<file path="src/logic/fas_cfg.svh">
// spectrum analyzer constants
`ifndef FAS_CFG_SVH
`define FAS_CFG_SVH

`define FAS_SAMPLE_W 16
`define FAS_TAPS     32
`define FAS_ACC_W    36
`define FAS_POINTS   16
`define FAS_WIDE_W   48
`define FAS_MAG_W    32
`define FAS_BIN_W    4
`define FAS_Q16_ONE  65536

// low-pass, q16 scaled, tap k pairs with tap 31-k
`define FAS_FIR_C00 (-79)
`define FAS_FIR_C01 (-92)
`define FAS_FIR_C02 (131)
`define FAS_FIR_C03 (190)
`define FAS_FIR_C04 (-288)
`define FAS_FIR_C05 (-413)
`define FAS_FIR_C06 (590)
`define FAS_FIR_C07 (819)
`define FAS_FIR_C08 (-1108)
`define FAS_FIR_C09 (-1488)
`define FAS_FIR_C10 (1992)
`define FAS_FIR_C11 (2694)
`define FAS_FIR_C12 (-3749)
`define FAS_FIR_C13 (-5551)
`define FAS_FIR_C14 (9627)
`define FAS_FIR_C15 (29440)

// W16^n = exp(-j*2*pi*n/16) in q16
`define FAS_W1_RE (60547)
`define FAS_W1_IM (-25079)
`define FAS_W2_RE (46340)
`define FAS_W2_IM (-46340)
`define FAS_W3_RE (25079)
`define FAS_W3_IM (-60547)
`define FAS_W4_RE (0)
`define FAS_W4_IM (-65536)
`define FAS_W5_RE (-25079)
`define FAS_W5_IM (-60547)
`define FAS_W6_RE (-46340)
`define FAS_W6_IM (-46340)
`define FAS_W7_RE (-60547)
`define FAS_W7_IM (-25079)

`endif

</file>
<file path="src/logic/fas_pkg.sv">
// spectrum analyzer types
`include "fas_cfg.svh"

package fas_pkg;

    // input samples and rounded spectrum parts
    typedef logic signed [`FAS_SAMPLE_W-1:0] sample_t;

    // fir sum before truncation
    typedef logic signed [`FAS_ACC_W-1:0] acc_t;

    // fft internal real or imaginary part, q16
    typedef logic signed [`FAS_WIDE_W-1:0] wide_t;

    typedef logic [`FAS_MAG_W-1:0] mag_t;

    typedef logic [`FAS_BIN_W-1:0] bin_t;

    // fir sample line fill
    typedef enum logic {
        FILLING,
        RUNNING
    } fill_state_t;

endpackage

</file>
<file path="src/logic/frame_buffer.sv">
// filtered sample framer
`timescale 1ns/100ps
`include "fas_cfg.svh"

module frame_buffer (
    input  logic             clk,
    input  logic             rst,
    input  fas_pkg::sample_t fir_d_i,
    input  logic             fir_valid_i,
    output fas_pkg::sample_t frame_o [`FAS_POINTS],
    output logic             frame_valid_o
);
    import fas_pkg::*;

    localparam logic [3:0] LAST_SLOT = 4'(`FAS_POINTS - 1);

    // the last sample goes straight to the frame
    sample_t    slots [`FAS_POINTS-1];
    logic [3:0] slot_cnt;

    always_ff @(posedge clk) begin
        if (rst) begin
            slot_cnt      <= '0;
            frame_valid_o <= 1'b0;
        end else begin
            frame_valid_o <= fir_valid_i && (slot_cnt == LAST_SLOT);
            if (fir_valid_i) begin
                slot_cnt <= slot_cnt + 4'd1;
            end
        end
    end

    always_ff @(posedge clk) begin
        if (fir_valid_i) begin
            if (slot_cnt == LAST_SLOT) begin
                for (int i = 0; i < `FAS_POINTS - 1; i++) begin
                    frame_o[i] <= slots[i];
                end
                frame_o[`FAS_POINTS-1] <= fir_d_i;
            end else begin
                slots[slot_cnt] <= fir_d_i;
            end
        end
    end

    a_frame_strobe_single: assert property (
        @(posedge clk) disable iff (rst) frame_valid_o |=> !frame_valid_o
    );

endmodule

</file>
<file path="config.mk">
export PLATFORM = sky130hd
export DESIGN_NAME = frame_buffer
export DESIGN_NICKNAME = d
export VERILOG_FILES = /design/src/logic/fas_pkg.sv /design/src/logic/frame_buffer.sv
export VERILOG_INCLUDE_DIRS = /design/src /design/src/logic
export SDC_FILE = /design/constraint.sdc
export NUM_CORES = 1
export LEC_CHECK = 0
export BUFFER_PORTS_ARGS = -buffer_cell sky130_fd_sc_hd__buf_2
export CAP_MARGIN = 20
export CORE_MARGIN = 8
export CORE_UTILIZATION = 40
export CTS_BUF_LIST = sky130_fd_sc_hd__clkbuf_8
export DETAILED_ROUTE_END_ITERATION = 10
export PLACE_DENSITY = 0.6
export SLEW_MARGIN = 5
export SYNTH_ARGS = -nofsm -noshare
export SYNTH_HDL_FRONTEND = slang
export SYNTH_SLANG_ARGS = --single-unit
</file>
<file path="constraint.sdc">
create_clock -name clk -period 7.5 [get_ports clk]
set_input_delay 1.5 -clock clk [delete_from_list [all_inputs] [get_ports clk]]
set_output_delay 1.5 -clock clk [all_outputs]
set_load 0.02 [all_outputs]
</file>
==> impl_metrics.toml <==
[place]
gp_congestion = 0.727
placedInstanceArea_sq_um = 17300
dp_hpwl_um = 20000
dp_worst_setup_slack_ns = 3.55
port_buffers = 275

[synth]
synth_largest_area_cell = "edfxtp_1"
syn_area_per_cell_sq_um = 28.3
yosysSeqAreaShare_pct = 97.9
synth_nets = 564
ys_seq_elements = 501
synthCells = 541
yosysUniqueCellTypes = 22
synth_area_sq_um = 15300
synth.top_cell.area_share_pct = 97.3
synth_area_leaders = "edfxtp_1 97%, dfxtp_1 0.65%, and2_1 0.45%"
yosysWarningCount = 0

[outcome]
status = "completed"

[setup_path]
critPathMaxFanout = 79
crit_path_end_kind = "flip-flop"
critPathArrivalTime_ns = 3.51
r2r-end = "frame_o[55]$_DFFE_PP_"
setup.worst_path.class = "in -> reg"
r2r_cells = 3
r2r-start = "slot_cnt[0]$_SDFFE_PP0P_"
worstPathRequired_ns = 7.70
r2r_slack_ns = 4.55
worstSetupStartpointType = "primary input"

[grt]
overflow = 0
grt_max_degree = 119
top_usage_layer = "met2"
grt_pass1_wl_um = 44700
grt_use_met3_pct = 3.82
met2_usage_pct = 23.8
grt_pass1_vias = 6915
grt_antenna_before_repair = 1
gr-usage-met1_pct = 16.3
grt_usage_pct = 13.8

[final_layout]
finalInstanceArea_sq_um = 18700
final_layout_size_suffix_gt1_share_pct = 39.5
syn_to_final_growth_pct = 22.1
nets = 918
fillers = 3076

[timing]
fin_skew_ns = 0.0126
rsz0062_at_grt = "no"
fmax_mhz = 302
setup_viol = 0
setup_tns_ns = 0
min_period_ns = 3.31
fin_crit_sh_pct = 44.2
max_slew_margin_pct = 32.0
tightest_slew_ns = 1.02
slew_violations = 0
fin_ws_ns = 4.19
whs_ns = 0.412
hold_viol = 0

[clocking]
post_cts_resized = 0
cts_root_buf = "clkbuf_8"
worst_skew_pair.late_latency_ns = 0.58
htreeDepth = 3
cts_buffers = 77
clock-sinks = 501
cts_setup_buffers = 0
max-clock-path-buffers = 3
postCtsHoldBufs = 0
cts_tree = "done"
cts.clk_slew.worst_paths_ns = 0.06

[routing]
drtIter0Drc = 377
drc = 0
postRouteAntennaNets = 0
vias = 6479
drt-pass1-iter-count = 5
routed_via_density = 4.43
routed_wl_um = 31900
post_drt_wl_per_cell_um = 21.8

[hold_path]
min_from = "slots[5][0]$_DFFE_PP_"
min_to = "frame_o[160]$_DFFE_PP_"
whs_path_depth = 0
hold_path.class = "reg -> reg"

[power]
power_leakage_nw = 6.51
power.internal_mw = 4.11
swShare_pct = 19.8
comb_power_share_pct = 1.0
power_frac_seq_pct = 60.2
p_clk_share_pct = 38.8
p_switching_mw = 1.01
powerDensity_nw_per_um2 = 274
p_total_mw = 5.12
ir_drop_uv = 118

[die]
die_y_um = 212
core_sq_um = 37700
dieArea_sq_um = 44800
row_count = 71
start_util_pct = 40.7
die_w_um = 212
io_pins = 276

[flow_run]
maxCapViolCount = 0
==> critical path, cell delays in order <==
cell	delay [ns]
buf_2	0.21
and4_4	0.81
buf_4	0.88
==> registers in the layout (all words and copies together), names as in the netlist <==
register and flops:
frame_valid_o 1, slot_cnt 4, slots 240, frame_o 256
==> cell type report <==
cell class / instances / area (sq um) / share of cell area (%)
flip-flops and latches: 501 / 15000 / 80.2
repair buffers: 277 / 1400 / 7.51
clock buffers: 80 / 1100 / 5.89
well taps: 511 / 639 / 3.42
multi-input cells: 36 / 295 / 1.58
clock inverters: 53 / 255 / 1.36
inverters: 2 / 7.51 / 0.0401
diodes: 2 / 5.00 / 0.0268
==> power by group through the flow <==
stage               registers (mW)  clock network [mW]  logic (mW)
finish                        3.08                1.99      0.0507
global route                  3.08                2.19      0.0564
CTS                           3.08                2.07      0.0532
detailed placement            3.14                   0      0.0531
global placement              3.14                   0      0.0504
floorplan                     3.14                   0      0.0136
==> worst max path at each step <==
stage / startpoint / end / cells past startpoint
6_report: fir_valid_i / frame_o[55]$_DFFE_PP_ / 3
5_1_grt: fir_valid_i / frame_o[169]$_DFFE_PP_ / 3
4_1_cts: fir_valid_i / frame_o[57]$_DFFE_PP_ / 3
3_5_place_dp: fir_valid_i / frame_o[9]$_DFFE_PP_ / 3
3_3_place_gp: fir_valid_i / frame_o[167]$_DFFE_PP_ / 3
2_1_floorplan: fir_valid_i / frame_o[0]$_DFFE_PP_ / 2
==> cells by family after synthesis <==
family / Yosys count / synth area share (%)
xor gates and xnor gates: 1 / 0.0572
and+or+nand+nor: 27 / 1.27
muxes: 2 / 0.163
buffers and inverters: 4 / 0.172
AOI/OAI and AO/OA: 2 / 0.0980
DFF: 501 / 97.9
adders and majority gates: 4 / 0.327
==> cells in the mapped netlist <==
master / n
and4b_1: 1
and3b_1: 1
xnor2_1: 1
nor3b_2: 1
mux2i_1: 1
edfxtp_1: 496
and4_1: 1
nand3b_1: 1
nor2_1: 3
mux2_4: 1
nand4_4: 1
inv_1: 2
buf_4: 1
a21bo_1: 1
and3_1: 4
and2_1: 11
and2b_1: 1
a21oi_1: 1
buf_6: 1
nor2b_1: 2
ha_1: 4
dfxtp_1: 5
==> cells in the final DEF (no fill, tap or decap) <==
master	synthesis	final
and3_1	4	4
buf_4	1	1
nor3b_2	1	1
a21bo_1	1	1
bufinv_16	0	1
inv_1	2	19
nand3b_1	1	1
mux2i_1	1	1
clkinvlp_4	0	4
inv_6	0	1
and2_1	11	11
nor2_1	3	3
mux2_4	1	1
diode_2	0	2
clkinv_2	0	8
ha_1	4	4
dfxtp_1	5	5
clkbuf_8	0	80
and3b_1	1	1
xnor2_1	1	1
clkinv_1	0	22
buf_12	0	1
and4b_1	1	1
nand4_4	1	1
nor2b_1	2	2
a21oi_1	1	1
edfxtp_1	496	496
buf_2	0	275
and4_4	0	1
and2b_1	1	1
==> metal layers <==
layer / up-vias / part of all wire (%) / wire length (um)
li1: 2918 / - / -
met1: 3303 / 40 / 12800
met2: 219 / 52 / 16500
met3: 37 / 6.2 / 1960
met4: 2 / 1.9 / 591
met5: - / 0.035 / 11
==> through the flow <==
stage	util [%]	std cells
floorplan	-	541
global placement	46.0	1327
detailed placement	46.0	1327
CTS	49.6	1460
global route	49.6	1460
finish	49.7	1462
Note: power is estimated with default switching activity, not from simulation.
