File: config.mk
export PLATFORM = sky130hd
export DESIGN_NAME = fir_filter
export DESIGN_NICKNAME = d
export VERILOG_FILES = /design/src/logic/fas_pkg.sv /design/src/logic/fir_filter.sv
export VERILOG_INCLUDE_DIRS = /design/src /design/src/logic
export SDC_FILE = /design/constraint.sdc
export NUM_CORES = 2
export LEC_CHECK = 0
export BUFFER_PORTS_ARGS = -buffer_cell sky130_fd_sc_hd__buf_2
export CAP_MARGIN = 40
export CORE_ASPECT_RATIO = 0.6
export CORE_UTILIZATION = 35
export DETAILED_ROUTE_END_ITERATION = 10
export PLACE_DENSITY = 0.61
export SLEW_MARGIN = 20
export SYNTH_ARGS = -nofsm -noshare
export SYNTH_HDL_FRONTEND = slang
export SYNTH_SLANG_ARGS = --single-unit
File: constraint.sdc
create_clock -name clk -period 13.2 [get_ports clk]
set_clock_uncertainty 0.15 [all_clocks]
set_input_delay 3.96 -clock clk [delete_from_list [all_inputs] [get_ports clk]]
set_output_delay 3.96 -clock clk [all_outputs]
set_load 0.01 [all_outputs]
File: src/logic/fas_cfg.svh
// spectrum analyzer constants
`ifndef FAS_CFG_SVH
`define FAS_CFG_SVH

`define FAS_SAMPLE_W 16
`define FAS_TAPS     32
`define FAS_ACC_W    36
`define FAS_POINTS   16
`define FAS_WIDE_W   48
`define FAS_MAG_W    32
`define FAS_BIN_W    4
`define FAS_Q16_ONE  65536

// low-pass, q16 scaled, tap k pairs with tap 31-k
`define FAS_FIR_C00 (-79)
`define FAS_FIR_C01 (-92)
`define FAS_FIR_C02 (131)
`define FAS_FIR_C03 (190)
`define FAS_FIR_C04 (-288)
`define FAS_FIR_C05 (-413)
`define FAS_FIR_C06 (590)
`define FAS_FIR_C07 (819)
`define FAS_FIR_C08 (-1108)
`define FAS_FIR_C09 (-1488)
`define FAS_FIR_C10 (1992)
`define FAS_FIR_C11 (2694)
`define FAS_FIR_C12 (-3749)
`define FAS_FIR_C13 (-5551)
`define FAS_FIR_C14 (9627)
`define FAS_FIR_C15 (29440)

// W16^n = exp(-j*2*pi*n/16) in q16
`define FAS_W1_RE (60547)
`define FAS_W1_IM (-25079)
`define FAS_W2_RE (46340)
`define FAS_W2_IM (-46340)
`define FAS_W3_RE (25079)
`define FAS_W3_IM (-60547)
`define FAS_W4_RE (0)
`define FAS_W4_IM (-65536)
`define FAS_W5_RE (-25079)
`define FAS_W5_IM (-60547)
`define FAS_W6_RE (-46340)
`define FAS_W6_IM (-46340)
`define FAS_W7_RE (-60547)
`define FAS_W7_IM (-25079)

`endif

File: src/logic/fas_pkg.sv
// spectrum analyzer types
`include "fas_cfg.svh"

package fas_pkg;

    // input samples and rounded spectrum parts
    typedef logic signed [`FAS_SAMPLE_W-1:0] sample_t;

    // fir sum before truncation
    typedef logic signed [`FAS_ACC_W-1:0] acc_t;

    // fft internal real or imaginary part, q16
    typedef logic signed [`FAS_WIDE_W-1:0] wide_t;

    typedef logic [`FAS_MAG_W-1:0] mag_t;

    typedef logic [`FAS_BIN_W-1:0] bin_t;

    // fir sample line fill
    typedef enum logic {
        FILLING,
        RUNNING
    } fill_state_t;

endpackage

File: src/logic/fir_filter.sv
// symmetric fir low-pass
`timescale 1ns/100ps
`include "fas_cfg.svh"

module fir_filter (
    input  logic             clk,
    input  logic             rst,
    input  logic             data_valid_i,
    input  fas_pkg::sample_t data_i,
    output fas_pkg::sample_t fir_d_o,
    output logic             fir_valid_o
);
    import fas_pkg::*;

    localparam int HALF = `FAS_TAPS / 2;
    localparam int COEF [HALF] = '{
        `FAS_FIR_C00, `FAS_FIR_C01, `FAS_FIR_C02, `FAS_FIR_C03,
        `FAS_FIR_C04, `FAS_FIR_C05, `FAS_FIR_C06, `FAS_FIR_C07,
        `FAS_FIR_C08, `FAS_FIR_C09, `FAS_FIR_C10, `FAS_FIR_C11,
        `FAS_FIR_C12, `FAS_FIR_C13, `FAS_FIR_C14, `FAS_FIR_C15
    };

    // x_line[0] is the newest stored sample
    sample_t     x_line [`FAS_TAPS-1];
    sample_t     taps   [`FAS_TAPS];
    fill_state_t state;
    logic [4:0]  fill_cnt;
    logic        line_full;
    acc_t        acc;

    // taps as they will be once data_i shifts in
    always_comb begin
        taps[0] = data_i;
        for (int j = 1; j < `FAS_TAPS; j++) begin
            taps[j] = x_line[j-1];
        end
    end

    always_comb begin
        acc = '0;
        for (int k = 0; k < HALF; k++) begin
            acc = acc + (acc_t'(taps[k]) + acc_t'(taps[`FAS_TAPS-1-k])) * acc_t'(COEF[k]);
        end
    end

    // 31 samples already held
    assign line_full = (state == RUNNING) || (fill_cnt == 5'd31);

    always_ff @(posedge clk) begin
        if (data_valid_i) begin
            x_line[0] <= data_i;
            for (int j = 1; j < `FAS_TAPS - 1; j++) begin
                x_line[j] <= x_line[j-1];
            end
        end
    end

    always_ff @(posedge clk) begin
        if (rst) begin
            state    <= FILLING;
            fill_cnt <= '0;
        end else if (data_valid_i && state == FILLING) begin
            if (fill_cnt == 5'd31) begin
                state <= RUNNING;
            end else begin
                fill_cnt <= fill_cnt + 5'd1;
            end
        end
    end

    always_ff @(posedge clk) begin
        if (rst) begin
            fir_valid_o <= 1'b0;
        end else begin
            fir_valid_o <= data_valid_i && line_full;
        end
    end

    // keep sign, drop the q16 fraction
    always_ff @(posedge clk) begin
        if (data_valid_i) begin
            fir_d_o <= {acc[`FAS_ACC_W-1], acc[30:16]};
        end
    end

    // a result only once the fill state machine has left FILLING
    a_valid_follows_input: assert property (
        @(posedge clk) disable iff (rst)
        fir_valid_o |-> $past(data_valid_i) && (state == RUNNING)
    );

endmodule

==> flow_summary.yaml <==
worst_setup_path:
  end_kind: "flop"
  cpLargestDelayFamily: "adder cells"
  critPathArrivalTime_ns: 13.86
  path_class: "flop to flop"
  cp_common_cell: "fa_1"
  crit_fanout: 5
  required_ns: 13.48
  cp_slowest_cell: "fa_2"
  crit_buf_inv: 11
  start_kind: "flop"
  cpPeakStageDelay_ns: 0.63
placed_design:
  place.gp.congestion: 1.04
  pre_cts_slack_ns: -1.73
  dp_hpwl_um: 240000
  port_buffers: 35
  post_dp_cell_area_um2: 97600
synthesis:
  yosys-top-cells-area: "fa_1 33%, ha_1 23%, edfxtp_1 18%"
  ys_warn_count: 0
  postSynthCellCount: 7745
  yosysTopAreaCellShare: 0.332
  synth_xor_xnor_area_share: 0.0502
  yosysTopAreaCell: "fa_1"
  ys_seq_area_frac: 0.182
  synth_fa_ha_area_frac: 0.559
  synth_top_family_by_area: "adder cells"
  synth_mux_area_frac: 0.00375
  syn_area_um2: 85200
  yosys.cell_count.top_type: "inv_1"
  synth_commonest_cells: "2107 x inv_1, 1538 x ha_1, 1414 x fa_1"
  synth-edff-count: 512
  synth_cell_types: 90
  synth_async_sr_flop_share: 0
  avgSynthCellArea_um2: 11.0
  synth-compound-area-share: 0.0652
  ys.flop_type: "edfxtp_1"
  synth_simple_gate_area_share: 0.0462
  ys_ff_latch: 519
outcome:
  outcome: "finished, violations left"
  violations: "setup timing"
layout:
  final_nets: 11855
  register_area_um2: 15500
  nFillCells: 22900
  fin_area_um2: 101000
  multi_input_area_um2: 62800
  area_growth_pct: 18.4
  drive_gt1_frac: 0.165
routing:
  dr_total_vias: 58817
  routedWlPerCell_um: 22.1
  finalWirelength_um: 269000
  postRouteAntennaNets: 0
  drcViolationCount: 0
  firstDrtPassIters: 5
  dr.first_iter.drc_count: 5038
  vias_per_cell: 4.83
sta:
  worstMarginPinSlew_ns: 1.09
  max_freq_mhz: 73.6
  slew_headroom: 0.276
  fin_crit_sh: 1.03
  maxSlewViolCount: 0
  hold_viol_final: 0
  finalSetupViolations: 7
  rsz0062_at_grt: "yes"
  fin_crit_ns: 13.58
  setup_slack_ns: -0.382
clock_network:
  numCtsBuffers: 51
  htree_levels: 2
  root_buffer: "clkbuf_16"
  hold_buffers: 0
  clkSinkCount: 519
  clk_pin_slew_worst_paths_ns: 0.07
  clk_latency_ns: 0.67
  cts_tree: "done"
  cts_buffer_depth: 3
die:
  die_height_um: 384
  die_area_um2: 245000
  start_util: 0.354
  dieWidth_um: 639
  ios: 36
  core-area_um2: 241000
  num_rows: 139
min_path:
  hold_path.class: "flop to flop"
global_route:
  gr-total-overflow: 0
  grt_max_degree: 184
  antenna_found_initial: 11
  grt_pass1_wl_um: 403000
  grt_pass1_vias: 61700
  grt_usage: 0.224
job:
  maxCapViolations: 0
-- registers in the layout, indices dropped and copies added, names as in the netlist --
signal,count
fill_cnt,5
fir_d_o,16
fir_valid_o,1
state,1
x_line,496
-- worst paths after layout --
| kind | from | end | slack [ns] | cells past startpoint |
|---|---|---|---|---|
| worst max-delay path | x_line[11][1] | fir_d_o[14] | -0.38 | 52 |
| worst min-delay path | x_line[5][18] | x_line[6][2] | 0.31 | 0 |
| worst min register to register | x_line[5][18] | x_line[6][2] | 0.31 | 0 |
| worst max register to register | x_line[11][1] | fir_d_o[14] | -0.38 | 52 |
-- logic make-up after synthesis --
| family | count (synthesis) |
|---|---|
| buf+inv | 2127 |
| fa+ha+maj | 2954 |
| other cells | 1 |
| mux | 30 |
| compound gates | 841 |
| flops | 519 |
| simple gates | 789 |
| xor+xnor | 484 |
-- metrics by stage --
| stage | hold WS [ns] | instances | util | TNS [ns] |
|---|---|---|---|---|
| 2_1_floorplan | 0.281 | 7746 | - | 0 |
| 5_1_grt | 0.300 | 12169 | 0.419 | -5.40 |
| 3_5_place_dp | 0.290 | 12034 | 0.406 | -13.31 |
| 6_report | 0.306 | 12173 | 0.419 | -1.52 |
| 4_1_cts | 0.295 | 12154 | 0.417 | -1.30 |
| 3_3_place_gp | 0.289 | 12016 | 0.405 | -17.76 |
-- area by class of cell --
class,instances,area share
antenna,4,0.0000993
timing repair buffer,1102,0.0856
multi-input combinational,5100,0.623
inverter,2110,0.0786
sequential,519,0.154
clock buffer,56,0.0128
tap,3243,0.0403
clock inverter,39,0.00552
-- cells in the final DEF (no fill, tap or decap), drive strengths merged, types with 21 or more instances in the layout --
master / n
or3: 33
ha: 1538
a31oi: 33
o21bai: 53
nor2b: 50
and3: 51
xor2: 155
a21o: 107
xnor2: 328
nor3: 87
clkbuf: 58
o21a: 36
a21oi: 274
or2: 30
a211oi: 34
fa: 1414
and2: 27
edfxtp: 512
nand2: 139
buf: 1100
nand2b: 38
nand3: 92
nor2: 195
o31ai: 21
inv: 2120
o21ai: 131
-- layer usage --
layer  vias to the layer above  global-route usage  routed length [µm]
met3                       149              0.0699               29400
li1                      27102                   -                   -
met1                     29780               0.364              137000
met4                         4              0.0235                3060
met5                         -                   0                  26
met2                      1782               0.291               99400
-- repair_timing --
item / 4_1_cts / 5_1_grt
endpoints found under the setup margin: 12 / 15
gates resized for setup: 135 / 84
buffers inserted: 27 / 11
pin swaps: 84 / 72
Power is left out: the tool's default activity adds up to more than one toggle a clock period on the data nets, which glitch-free logic cannot reach.
